<file path="config.mk">
export PLATFORM = sky130hd
export DESIGN_NAME = ckong_io_top
export DESIGN_NICKNAME = d
export VERILOG_FILES = /design/src/verilog/ckong_pkg.sv /design/src/verilog/ckong_io_top.sv /design/src/verilog/rgb_expander.sv /design/src/verilog/sigma_delta_dac.sv /design/src/verilog/control_mapper.sv /design/src/verilog/key_joystick.sv /design/src/verilog/ps2_receiver.sv
export SDC_FILE = /design/constraint.sdc
export NUM_CORES = 1
export LEC_CHECK = 0
export BUFFER_PORTS_ARGS = -buffer_cell sky130_fd_sc_hd__buf_2
export CELL_PAD_IN_SITES_DETAIL_PLACEMENT = 0
export CELL_PAD_IN_SITES_GLOBAL_PLACEMENT = 1
export CORE_MARGIN = 2
export CORE_UTILIZATION = 33
export DETAILED_ROUTE_END_ITERATION = 10
export PLACE_DENSITY_LB_ADDON = 0.15
export SLEW_MARGIN = 30
export SYNTH_ARGS = -nofsm -noshare
export SYNTH_HDL_FRONTEND = slang
export SYNTH_SLANG_ARGS = --single-unit
</file>
<file path="constraint.sdc">
create_clock -name clock_48 -period 4.3 [get_ports clock_48]
set_clock_uncertainty 0.15 [all_clocks]
set_input_delay 0.215 -clock clock_48 [delete_from_list [all_inputs] [get_ports clock_48]]
set_output_delay 0.215 -clock clock_48 [all_outputs]
set_load 0.03 [all_outputs]
</file>
<file path="src/verilog/ckong_pkg.sv">
package ckong_pkg;

	// ========================================================================
	// widths and counts
	// ========================================================================
	localparam int AUDIO_W        = 13;
	localparam int KBJOY_W        = 12;
	localparam int PS2_FILTER_LEN = 8;   // equal samples to accept a ps2 clock level

	// ========================================================================
	// keyboard joystick bit positions
	// ========================================================================
	localparam int KJ_FIRE   = 0;
	localparam int KJ_START1 = 1;
	localparam int KJ_START2 = 2;
	localparam int KJ_COIN   = 3;
	localparam int KJ_LEFT   = 4;
	localparam int KJ_RIGHT  = 5;
	localparam int KJ_DOWN   = 6;
	localparam int KJ_UP     = 7;

	// set 2 scancodes
	localparam logic [7:0] SC_FIRE     = 8'h29;   // space
	localparam logic [7:0] SC_START1   = 8'h16;
	localparam logic [7:0] SC_START2   = 8'h1E;
	localparam logic [7:0] SC_COIN     = 8'h2E;
	localparam logic [7:0] SC_UP       = 8'h75;   // arrows come after E0
	localparam logic [7:0] SC_DOWN     = 8'h72;
	localparam logic [7:0] SC_LEFT     = 8'h6B;
	localparam logic [7:0] SC_RIGHT    = 8'h74;
	localparam logic [7:0] SC_EXTENDED = 8'hE0;
	localparam logic [7:0] SC_BREAK    = 8'hF0;

	// status word from the config link
	localparam int ST_RESET     = 0;
	localparam int ST_UPRIGHT   = 2;
	localparam int ST_FX_LO     = 3;   // fx field is status[4:3]
	localparam int ST_RESET_CMD = 6;

	localparam logic [1:0] FX_NONE  = 2'd0;
	localparam logic [1:0] FX_HQ    = 2'd1;
	localparam logic [1:0] FX_DIM25 = 2'd2;
	localparam logic [1:0] FX_DIM50 = 2'd3;

endpackage
</file>
<file path="src/verilog/ckong_io_top.sv">
`timescale 1ns/1ps

module ckong_io_top import ckong_pkg::*; (
	input  logic               clock_48,
	input  logic               reset,
	input  logic               ce_pix,
	input  logic               ps2_clk,
	input  logic               ps2_data,
	input  logic [7:0]         joystick_0,
	input  logic [7:0]         joystick_1,
	input  logic [31:0]        status,
	input  logic [1:0]         buttons,
	input  logic               tv15khz_mode,
	input  logic [AUDIO_W-1:0] audio,
	input  logic [2:0]         r,
	input  logic [2:0]         g,
	input  logic [1:0]         b,
	input  logic               hs,
	input  logic               vs,
	output logic               up,
	output logic               down,
	output logic               left,
	output logic               right,
	output logic               fire,
	output logic               start1,
	output logic               start2,
	output logic               coin,
	output logic               core_reset,
	output logic               audio_l,
	output logic               audio_r,
	output logic [5:0]         vga_r,
	output logic [5:0]         vga_g,
	output logic [5:0]         vga_b,
	output logic               vga_hs,
	output logic               vga_vs
);

	logic [7:0]         byte_data;
	logic               byte_valid;
	logic [KBJOY_W-1:0] kbjoy;

	// ========================================================================
	// keyboard and player controls
	// ========================================================================
	ps2_receiver ps2_receiver (.clock_48, .reset, .ps2_clk, .ps2_data, .byte_data, .byte_valid);

	key_joystick key_joystick (.clock_48, .reset, .byte_data, .byte_valid, .kbjoy);

	control_mapper control_mapper (
		.clock_48, .reset, .kbjoy, .joystick_0, .joystick_1, .status, .buttons,
		.up, .down, .left, .right, .fire, .start1, .start2, .coin, .core_reset
	);

	// ========================================================================
	// audio and video
	// ========================================================================
	sigma_delta_dac sigma_delta_dac (.clock_48, .reset, .audio, .audio_l);

	assign audio_r = audio_l;   // mono core

	rgb_expander rgb_expander (
		.clock_48, .reset, .ce_pix, .r, .g, .b, .hs, .vs, .tv15khz_mode,
		.fx(status[ST_FX_LO +: 2]),
		.vga_r, .vga_g, .vga_b, .vga_hs, .vga_vs
	);

endmodule

</file>
<file path="src/verilog/rgb_expander.sv">
`timescale 1ns/1ps

module rgb_expander import ckong_pkg::*; (
	input  logic       clock_48,
	input  logic       reset,
	input  logic       ce_pix,
	input  logic [2:0] r,
	input  logic [2:0] g,
	input  logic [1:0] b,
	input  logic       hs,
	input  logic       vs,
	input  logic       tv15khz_mode,
	input  logic [1:0] fx,
	output logic [5:0] vga_r,
	output logic [5:0] vga_g,
	output logic [5:0] vga_b,
	output logic       vga_hs,
	output logic       vga_vs
);

	logic [2:0] b3;
	logic       hs_prev;
	logic       line_odd;
	logic       dim;

	function automatic logic [5:0] shade(input logic [5:0] c, input logic [1:0] mode);
		case (mode)
			FX_DIM50: shade = c >> 1;
			FX_DIM25: shade = c - (c >> 2);
			FX_NONE, FX_HQ: shade = c;   // hq2x is not available here
			default: shade = c;
		endcase
	endfunction

	assign b3  = {b, b[0]};
	assign dim = line_odd && !tv15khz_mode;   // no scanlines on a 15 kHz display

	// ========================================================================
	// pixel pipeline with one ce_pix of latency
	// ========================================================================
	always_ff @(posedge clock_48) begin
		if (reset) begin
			hs_prev  <= 1'b0;
			line_odd <= 1'b0;
			{vga_r, vga_g, vga_b} <= '0;
			{vga_hs, vga_vs} <= '0;
		end else if (ce_pix) begin
			hs_prev <= hs;
			if (hs && !hs_prev)
				line_odd <= !line_odd;
			vga_r  <= dim ? shade({r, r}, fx) : {r, r};
			vga_g  <= dim ? shade({g, g}, fx) : {g, g};
			vga_b  <= dim ? shade({b3, b3}, fx) : {b3, b3};
			vga_hs <= hs;
			vga_vs <= vs;
		end
	end

endmodule

</file>
<file path="src/verilog/sigma_delta_dac.sv">
`timescale 1ns/1ps

module sigma_delta_dac import ckong_pkg::*; (
	input  logic               clock_48,
	input  logic               reset,
	input  logic [AUDIO_W-1:0] audio,
	output logic               audio_l
);

	logic [AUDIO_W:0] acc;   // top bit is the carry out

	// first order modulator whose carry rate equals audio / 2^AUDIO_W
	always_ff @(posedge clock_48) begin
		if (reset)
			acc <= '0;
		else
			acc <= {1'b0, acc[AUDIO_W-1:0]} + {1'b0, audio};
	end

	assign audio_l = acc[AUDIO_W];

	a_zero_quiet: assert property (@(posedge clock_48) disable iff (reset)
		(audio == '0) [*2] |=> !audio_l)
		else $error("dac output toggles on a silent sample");

endmodule

</file>
<file path="src/verilog/control_mapper.sv">
`timescale 1ns/1ps

module control_mapper import ckong_pkg::*; (
	input  logic               clock_48,
	input  logic               reset,
	input  logic [KBJOY_W-1:0] kbjoy,
	input  logic [7:0]         joystick_0,
	input  logic [7:0]         joystick_1,
	input  logic [31:0]        status,
	input  logic [1:0]         buttons,
	output logic               up,
	output logic               down,
	output logic               left,
	output logic               right,
	output logic               fire,
	output logic               start1,
	output logic               start2,
	output logic               coin,
	output logic               core_reset
);

	logic src_up, src_down, src_left, src_right;
	logic upright;

	// joystick bits 0 right, 1 left, 2 down, 3 up, 4 fire
	assign src_right = kbjoy[KJ_RIGHT] | joystick_0[0] | joystick_1[0];
	assign src_left  = kbjoy[KJ_LEFT]  | joystick_0[1] | joystick_1[1];
	assign src_down  = kbjoy[KJ_DOWN]  | joystick_0[2] | joystick_1[2];
	assign src_up    = kbjoy[KJ_UP]    | joystick_0[3] | joystick_1[3];
	assign upright   = status[ST_UPRIGHT];

	always_ff @(posedge clock_48) begin
		if (reset) begin
			{up, down, left, right} <= '0;
			{fire, start1, start2, coin} <= '0;
			core_reset <= 1'b1;
		end else begin
			up     <= upright ? src_right : src_up;   // cabinet rotated 90 degrees
			down   <= upright ? src_left  : src_down;
			left   <= upright ? src_up    : src_left;
			right  <= upright ? src_down  : src_right;
			fire   <= kbjoy[KJ_FIRE] | joystick_0[4] | joystick_1[4];
			start1 <= kbjoy[KJ_START1];
			start2 <= kbjoy[KJ_START2];
			coin   <= kbjoy[KJ_COIN];
			core_reset <= status[ST_RESET] | status[ST_RESET_CMD] | buttons[1];
		end
	end

	a_up_down_excl: assert property (@(posedge clock_48) disable iff (reset)
		(up && down) |-> $past(upright ? (src_right && src_left) : (src_up && src_down)))
		else $error("up and down both set without both sources");

endmodule

</file>
<file path="src/verilog/key_joystick.sv">
`timescale 1ns/1ps

module key_joystick import ckong_pkg::*; (
	input  logic               clock_48,
	input  logic               reset,
	input  logic [7:0]         byte_data,
	input  logic               byte_valid,
	output logic [KBJOY_W-1:0] kbjoy
);

	logic brk;   // F0 seen
	logic ext;   // E0 seen

	always_ff @(posedge clock_48) begin
		if (reset) begin
			brk   <= 1'b0;
			ext   <= 1'b0;
			kbjoy <= '0;
		end else if (byte_valid) begin
			if (byte_data == SC_BREAK) begin
				brk <= 1'b1;
			end else if (byte_data == SC_EXTENDED) begin
				ext <= 1'b1;
			end else begin
				brk <= 1'b0;
				ext <= 1'b0;
				if (ext) begin
					case (byte_data)
						SC_UP:    kbjoy[KJ_UP]    <= !brk;
						SC_DOWN:  kbjoy[KJ_DOWN]  <= !brk;
						SC_LEFT:  kbjoy[KJ_LEFT]  <= !brk;
						SC_RIGHT: kbjoy[KJ_RIGHT] <= !brk;
						default: ;   // other extended keys ignored
					endcase
				end else begin
					case (byte_data)
						SC_FIRE:   kbjoy[KJ_FIRE]   <= !brk;
						SC_START1: kbjoy[KJ_START1] <= !brk;
						SC_START2: kbjoy[KJ_START2] <= !brk;
						SC_COIN:   kbjoy[KJ_COIN]   <= !brk;
						default: ;
					endcase
				end
			end
		end
	end

endmodule

</file>
<file path="src/verilog/ps2_receiver.sv">
`timescale 1ns/1ps

module ps2_receiver import ckong_pkg::*; (
	input  logic       clock_48,
	input  logic       reset,
	input  logic       ps2_clk,
	input  logic       ps2_data,
	output logic [7:0] byte_data,
	output logic       byte_valid
);

	logic [1:0] clk_sync;
	logic [1:0] data_sync;
	logic       clk_filt;
	logic [$clog2(PS2_FILTER_LEN)-1:0] filt_cnt;
	logic       fall;
	logic [9:0] shreg;     // start, data, parity
	logic [3:0] bit_cnt;
	logic       frame_ok;

	always_ff @(posedge clock_48) begin
		clk_sync  <= {clk_sync[0], ps2_clk};
		data_sync <= {data_sync[0], ps2_data};
	end

	// ========================================================================
	// clock glitch filter
	// ========================================================================
	always_ff @(posedge clock_48) begin
		if (reset) begin
			clk_filt <= 1'b1;   // idle high
			filt_cnt <= '0;
		end else if (clk_sync[1] == clk_filt) begin
			filt_cnt <= '0;
		end else if (filt_cnt == PS2_FILTER_LEN - 1) begin
			clk_filt <= clk_sync[1];
			filt_cnt <= '0;
		end else begin
			filt_cnt <= filt_cnt + 1'b1;
		end
	end

	assign fall = clk_filt && !clk_sync[1] && (filt_cnt == PS2_FILTER_LEN - 1);

	// ========================================================================
	// framing
	// ========================================================================
	assign frame_ok = !shreg[0] && (^shreg[9:1]) && data_sync[1];   // odd parity, stop high

	always_ff @(posedge clock_48) begin
		if (reset) begin
			bit_cnt    <= '0;
			byte_valid <= 1'b0;
		end else begin
			byte_valid <= 1'b0;
			if (fall) begin
				if (bit_cnt == 4'd10) begin
					bit_cnt    <= '0;
					byte_valid <= frame_ok;
				end else begin
					bit_cnt <= bit_cnt + 1'b1;
				end
			end
		end
	end

	always_ff @(posedge clock_48) begin
		if (fall) begin
			shreg <= {data_sync[1], shreg[9:1]};   // lsb first
			if (bit_cnt == 4'd10)
				byte_data <= shreg[8:1];
		end
	end

	a_valid_pulse: assert property (@(posedge clock_48) disable iff (reset)
		byte_valid |=> !byte_valid)
		else $error("byte_valid held longer than one cycle");

	a_bit_cnt_range: assert property (@(posedge clock_48) disable iff (reset)
		bit_cnt <= 4'd10)
		else $error("ps2 bit counter out of range");

endmodule

</file>
==> summary.txt, run 1 <==
Outcome: complete, no violations
Fin Hold WS: 0.0484 ns
Sequential fraction of the synthesis area: 44.4%
Slowest cell on the critical path: fa_1
Mux share of post-synthesis cell area: 3.37%
Buffers on Ports: 75
Sequential share of power: 37.9%
I/O pins: 110
Startpoint types: flop
Unrepaired setup endpoints after global routing: no
Switching pwr: 0.700 mW
Post-Place Worst Slack: 1.90 ns
CTS Sinks: 85
Share of the synthesized area in the top cell type: 31.7%
Routed WL: 9590 µm
Number of placement rows: 41
Final setup margin: 1.93 ns
Vias in the first global route: 3157
Combinational fraction of design power: 24.7%
Layout cells sized above 1: 19.8%
Area growth from synthesis to layout: 22.5%
CTS max path bufs: 2
Routability cong.: 0.784
Clock Power Share: 37.4%
Core Region: 0.0126 mm²
Hold Crit Class: input port to flop
Largest delay share family, worst path: compound AO/OA/AOI/OAI gates
Routed length per instance: 13.9 µm
Power per Cell Area: 464 mW/mm²
Switch share: 29.1%
DIE HEIGHT: 117 µm
Die X: 117 µm
Total Neg Setup Slack: 0 ns
Final setup viols: 0
R2R Setup Slk: 1.93 ns
Critical Path Most Common Cell: nor3_1
Bufs and invs on worst path: 0
Post-synthesis compound-gate area fraction: 17.0%
CTS H-tree lvls: 3
Gr usage total: 14.4%
Pre-antenna DRT Iters: 6
Final hold violation count: 0
Tmin final: 2.37 ns
Most frequent cells after synthesis: dfxtp_1 (67), nor2_1 (48), ha_1 (29), a21oi_1 (28), nand2_1 (22)
Worst-margin pin slew: 0.681 ns
Syn nets: 551
Synth Area in XOR/XNOR: 3.93%
Ys async rst share: 0%
Synthesized-area fraction occupied by and/or/nand/nor cells: 18.0%
Synth top area cells: dfxtp_1 (32%), edfxtp_1 (13%), ha_1 (8.6%)
Finished Cell Area: 0.00519 mm²
Synth area leader: dfxtp_1
Post-route DRC violation count: 0
Number of CTS-inserted buffers: 9
Maximum clock rate: 0.423 GHz
Arr. time, crit path: 2.46 ns
Yosys cell types: 55
Starting Density: 33.7%
Antenna violations before repair: 0
Syn Std Cell Area: 0.00424 mm²
Antenna Nets Post-Route: 0
Die ar.: 0.0138 mm²
Fillcell total: 1284
Fin crit share: 55.0%
Post-synthesis adder-cell area fraction: 9.99%
Post-DP Area: 0.00476 mm²
Peak VDD IR: 0.173 mV
Grt ovf: 0
Cell-internal power: 1.70 mW
Worst-path fanout max: 3
Setup crit end kind: flop
Fin. max-slew vios: 0
Synth Instances: 440
Primary FF master, synth: dfxtp_1
N_diodes: 0
CP required: 4.40 ns
Clock latency on the worst-skew pair: 0.34 ns
Slew HR: 54.6%
Via count: 3372
Via-per-instance ratio: 4.87
HPWL Detailed: 6970 µm
Largest net degree at the start of global routing: 36
Nets: 626
CTS tree: yes
WS Path Type: flop to flop
LEAKAGE: 2.21 nW
Iter 0 DRT Violations: 201
Clock root buffer: clkbuf_16
Global-route wire length before repair: 15400 µm
CP max stage delay: 0.42 ns
Synth Warn #: 0
Max cap viols: 0
FF+latch count, synth: 85
Syn Area/Cell: 9.63 µm²
Reg clk slew, reported paths: 0.06 ns
Largest family of logic cells by synthesized area: simple AND/OR/NAND/NOR gates
Count leader, synth: dfxtp_1
Worst path cell trace: ha_1, fa_1, a21o_1, a311oi_1, nor3_1, o31a_1, nor3_1
Number of synthesized flops with an enable pin: 18
## worst register-to-register path, cell delays in order (launching register included)
cell and delay, ns:
dfxtp_1 0.30, ha_1 0.22, fa_1 0.42, a21o_1 0.20, a311oi_1 0.41, nor3_1 0.12
o31a_1 0.26, nor3_1 0.19
## registers in the layout (all words and copies together), names as in the netlist, 2 cells and up
| register | flops |
|---|---|
| rgb_expander.vga_g | 6 |
| ps2_receiver.shreg | 10 |
| ps2_receiver.byte_data | 8 |
| ps2_receiver.clk_sync | 2 |
| sigma_delta_dac.acc | 14 |
| ps2_receiver.data_sync | 2 |
| rgb_expander.vga_b | 6 |
| ps2_receiver.bit_cnt | 4 |
| key_joystick.kbjoy | 8 |
| ps2_receiver.filt_cnt | 3 |
| rgb_expander.vga_r | 6 |
## cells by family (layout without fill, tap and decap cells)
group / after synthesis / after routing
AO/OA/AOI/OAI: 107 / 107
XOR/XNOR: 19 / 19
adder cells (fa/ha/maj): 32 / 32
buffers and inverters: 36 / 116
flip-flops: 85 / 85
multiplexers: 14 / 14
AND/OR/NAND/NOR: 147 / 147
## area by class of cell
class	count	area [µm²]	share of cell area, %
Multi-Input combinational cell	319	2210	42.7
Sequential cell	85	1880	36.3
Timing Repair Buffer	85	470	9.07
Clock buffer	9	225	4.34
Tap cell	172	215	4.15
Clock inverter	7	123	2.36
Inverter	15	56.3	1.09
## power by group through the flow
stage	Clock [mW]	Sequential, mW	Combinational [mW]
floorplan	0	0.964	0.414
global placement	0	0.928	0.580
detailed placement	0	0.930	0.588
CTS	0.930	0.912	0.597
global route	0.965	0.917	0.668
finish	0.900	0.911	0.594
## worst paths after layout
path	startpoint	end	cells past startpoint
min	audio[0]	sigma_delta_dac.acc[0]$_SDFF_PP0_	3
max reg2reg	sigma_delta_dac.acc[0]$_SDFF_PP0_	sigma_delta_dac.acc[12]$_SDFF_PP0_	7
min reg2reg	ps2_receiver.data_sync[0]$_DFF_P_	ps2_receiver.data_sync[1]$_DFF_P_	0
max	sigma_delta_dac.acc[0]$_SDFF_PP0_	sigma_delta_dac.acc[12]$_SDFF_PP0_	7
## per-stage QoR
step / utilization (%) / std cells / total power [mW]
floorplan: - / 440 / 1.38
global placement: 37.9 / 668 / 1.51
detailed placement: 37.9 / 668 / 1.52
CTS: 41.3 / 692 / 2.44
global route: 41.3 / 692 / 2.55
finish: 41.3 / 692 / 2.40
## repair_timing
item                                    CTS  global route
hold buffers                              8             0
setup buffers                             0             0
endpoints found under the setup margin    0             0
resized for setup                         0             0
hold endpoints to repair                  6             0
## metal layers
metal | vias to the layer above | track usage, % | part of all wire [%] | routed length, µm
met5 | - | 0 | 0 | 0
met4 | 0 | 4.55 | 0.97 | 93
met3 | 10 | 4.33 | 4.0 | 387
met2 | 59 | 22.7 | 45 | 4300
met1 | 1550 | 19.1 | 50 | 4800
li1 | 1753 | - | - | -
## cells in the final DEF (no fill, tap or decap), drive strengths merged, types with 3 or more instances in the layout
master,n
a211oi,14
a21o,11
a21oi,28
a311oi,6
a31oi,3
buf,77
bufinv,3
clkbuf,9
dfxtp,67
dlygate4sd3,8
edfxtp,18
fa,3
ha,29
inv,16
mux2i,12
nand2,22
nand2b,3
nand3,8
nand3b,3
nand4,3
nor2,48
nor2b,13
nor3,19
nor3b,3
nor4,9
o211ai,6
o21a,3
o21ai,19
or4,3
xnor2,12
xor2,7
Note: power is estimated with default switching activity, not from simulation.
==> run 2: changes to the inputs <==
- clock period: 4.3 -> 2.05 ns (I/O delays scaled with it)
==> summary.txt, run 2 (synthesis gave the netlist of run 1 again) <==
Pre-antenna DRT Iters: 4
Fin. max-slew vios: 0
Max cap viols: 0
Area growth from synthesis to layout: 30.5%
DIE HEIGHT: 117 µm
Die ar.: 0.0138 mm²
Most common cell after layout, fill and taps aside: buf_2
Via-per-instance ratio: 4.89
Antenna Nets Post-Route: 0
Grt ovf: 0
Routability cong.: 0.794
Final setup margin: 0.0433 ns
Antenna violations before repair: 0
Unrepaired setup endpoints after global routing: yes
Area of the multi-input gates: 0.00231 mm²
Arr. time, crit path: 2.13 ns
Worst-margin pin slew: 0.506 ns
Outcome: complete, no violations
Vias in the first global route: 3326
Maximum clock rate: 0.498 GHz
Routed length per instance: 13.5 µm
Clock latency on the worst-skew pair: 0.35 ns
Register area: 0.00188 mm²
Final hold violation count: 0
Final setup viols: 0
Largest net degree at the start of global routing: 25
Clock root buffer: clkbuf_16
Max reg flops: 14
Largest reg by FF count: sigma_delta_dac.acc
Met1 WL: 4870 µm
Post-Place Worst Slack: -0.116 ns
Number of placement rows: 41
I/O pins: 110
CTS max path bufs: 2
LEAKAGE: 2.38 nW
Layout cells sized above 1: 25.8%
Max layer used: met4
Global-route wire length before repair: 15900 µm
WS Path Type: flop to flop
Hold Crit Class: input port to flop
Core Region: 0.0126 mm²
Post-route DRC violation count: 0
Power per Cell Area: 922 mW/mm²
Tmin final: 2.01 ns
Starting Density: 33.7%
Number of CTS-inserted buffers: 9
Worst-path fanout max: 3
Total Neg Setup Slack: 0 ns
Setup crit end kind: flop
Routed WL: 9830 µm
Buffers on Ports: 75
Iter 0 DRT Violations: 132
Gr usage total: 14.9%
N_diodes: 0
CP required: 2.17 ns
Peak VDD IR: 0.376 mV
CTS tree: yes
CTS H-tree lvls: 3
WL met2: 4350 µm
CTS Sinks: 85
Fillcell total: 1273
Die X: 117 µm
Reg clk slew, reported paths: 0.07 ns
Via count: 3557
HPWL Detailed: 7360 µm
Startpoint types: flop
Slew HR: 65.9%
Met3 Wirelength: 420 µm
Commonest non-fill, non-tap cells in the layout: buf_2 (75), dfxtp_1 (65), nor2_1 (48)
Largest registers: sigma_delta_dac.acc x14, ps2_receiver.shreg x10
Fin crit share: 97.9%
Nets: 661
==> run 2: cell type report <==
cell class	instances	area share, %
clock buffers	9	4.07
clock inverters	7	1.47
inverters	15	1.02
well taps	172	3.89
multi-input cells	319	41.8
flip-flops and latches	85	34.1
repair buffers	120	13.7
==> run 2: critical path, stage by stage (launching register included) <==
cell	delay [ns]
dfxtp_2	0.33
ha_4	0.16
fa_2	0.36
a21o_1	0.23
a311oi_2	0.25
nor3_1	0.10
o31a_1	0.24
nor3_1	0.11
==> run 2: final timing paths <==
path / start / end / slack [ns] / cells past startpoint
worst max-delay path: sigma_delta_dac.acc[0]$_SDFF_PP0_ / sigma_delta_dac.acc[12]$_SDFF_PP0_ / 0.04 / 7
worst min-delay path: joystick_1[1] / control_mapper.left$_SDFF_PP0_ / 0.0007 / 3
worst max register to register: sigma_delta_dac.acc[0]$_SDFF_PP0_ / sigma_delta_dac.acc[12]$_SDFF_PP0_ / 0.04 / 7
worst min register to register: ps2_receiver.data_sync[0]$_DFF_P_ / ps2_receiver.data_sync[1]$_DFF_P_ / 0.18 / 0
==> run 2: report_power, final <==
| group | switching [mW] | total, mW | internal [mW] |
|---|---|---|---|
| clock network | 0.729 | 1.70 | 0.966 |
| registers | 0.0536 | 1.91 | 1.86 |
| logic | 0.813 | 1.49 | 0.680 |
==> run 2: timing repair <==
item,CTS,global route
pin swaps,4,12
gates resized for setup,6,12
hold buffers,16,0
setup endpoints to repair,5,4
endpoints found under the hold margin,14,0
setup buffers,0,1
==> run 2: stage by stage <==
step	area [µm²]	hold WS, ns	power, mW	util, %	instances
6_report	5530	0.000708	5.10	44.0	727
5_1_grt	5530	0.0422	5.42	44.0	727
4_1_cts	5450	0.00600	5.08	43.4	726
3_5_place_dp	4960	0.0592	3.30	39.5	694
3_3_place_gp	4960	0.0592	3.29	39.5	694
2_1_floorplan	4240	-0.0198	2.89	-	440
==> run 2: per-layer routing <==
metal / GRT usage (%) / vias to the layer above
li1: - / 1832
met1: 20.2 / 1650
met2: 23.1 / 62
met3: 2.99 / 13
met4: 6.59 / 0
met5: 0 / -
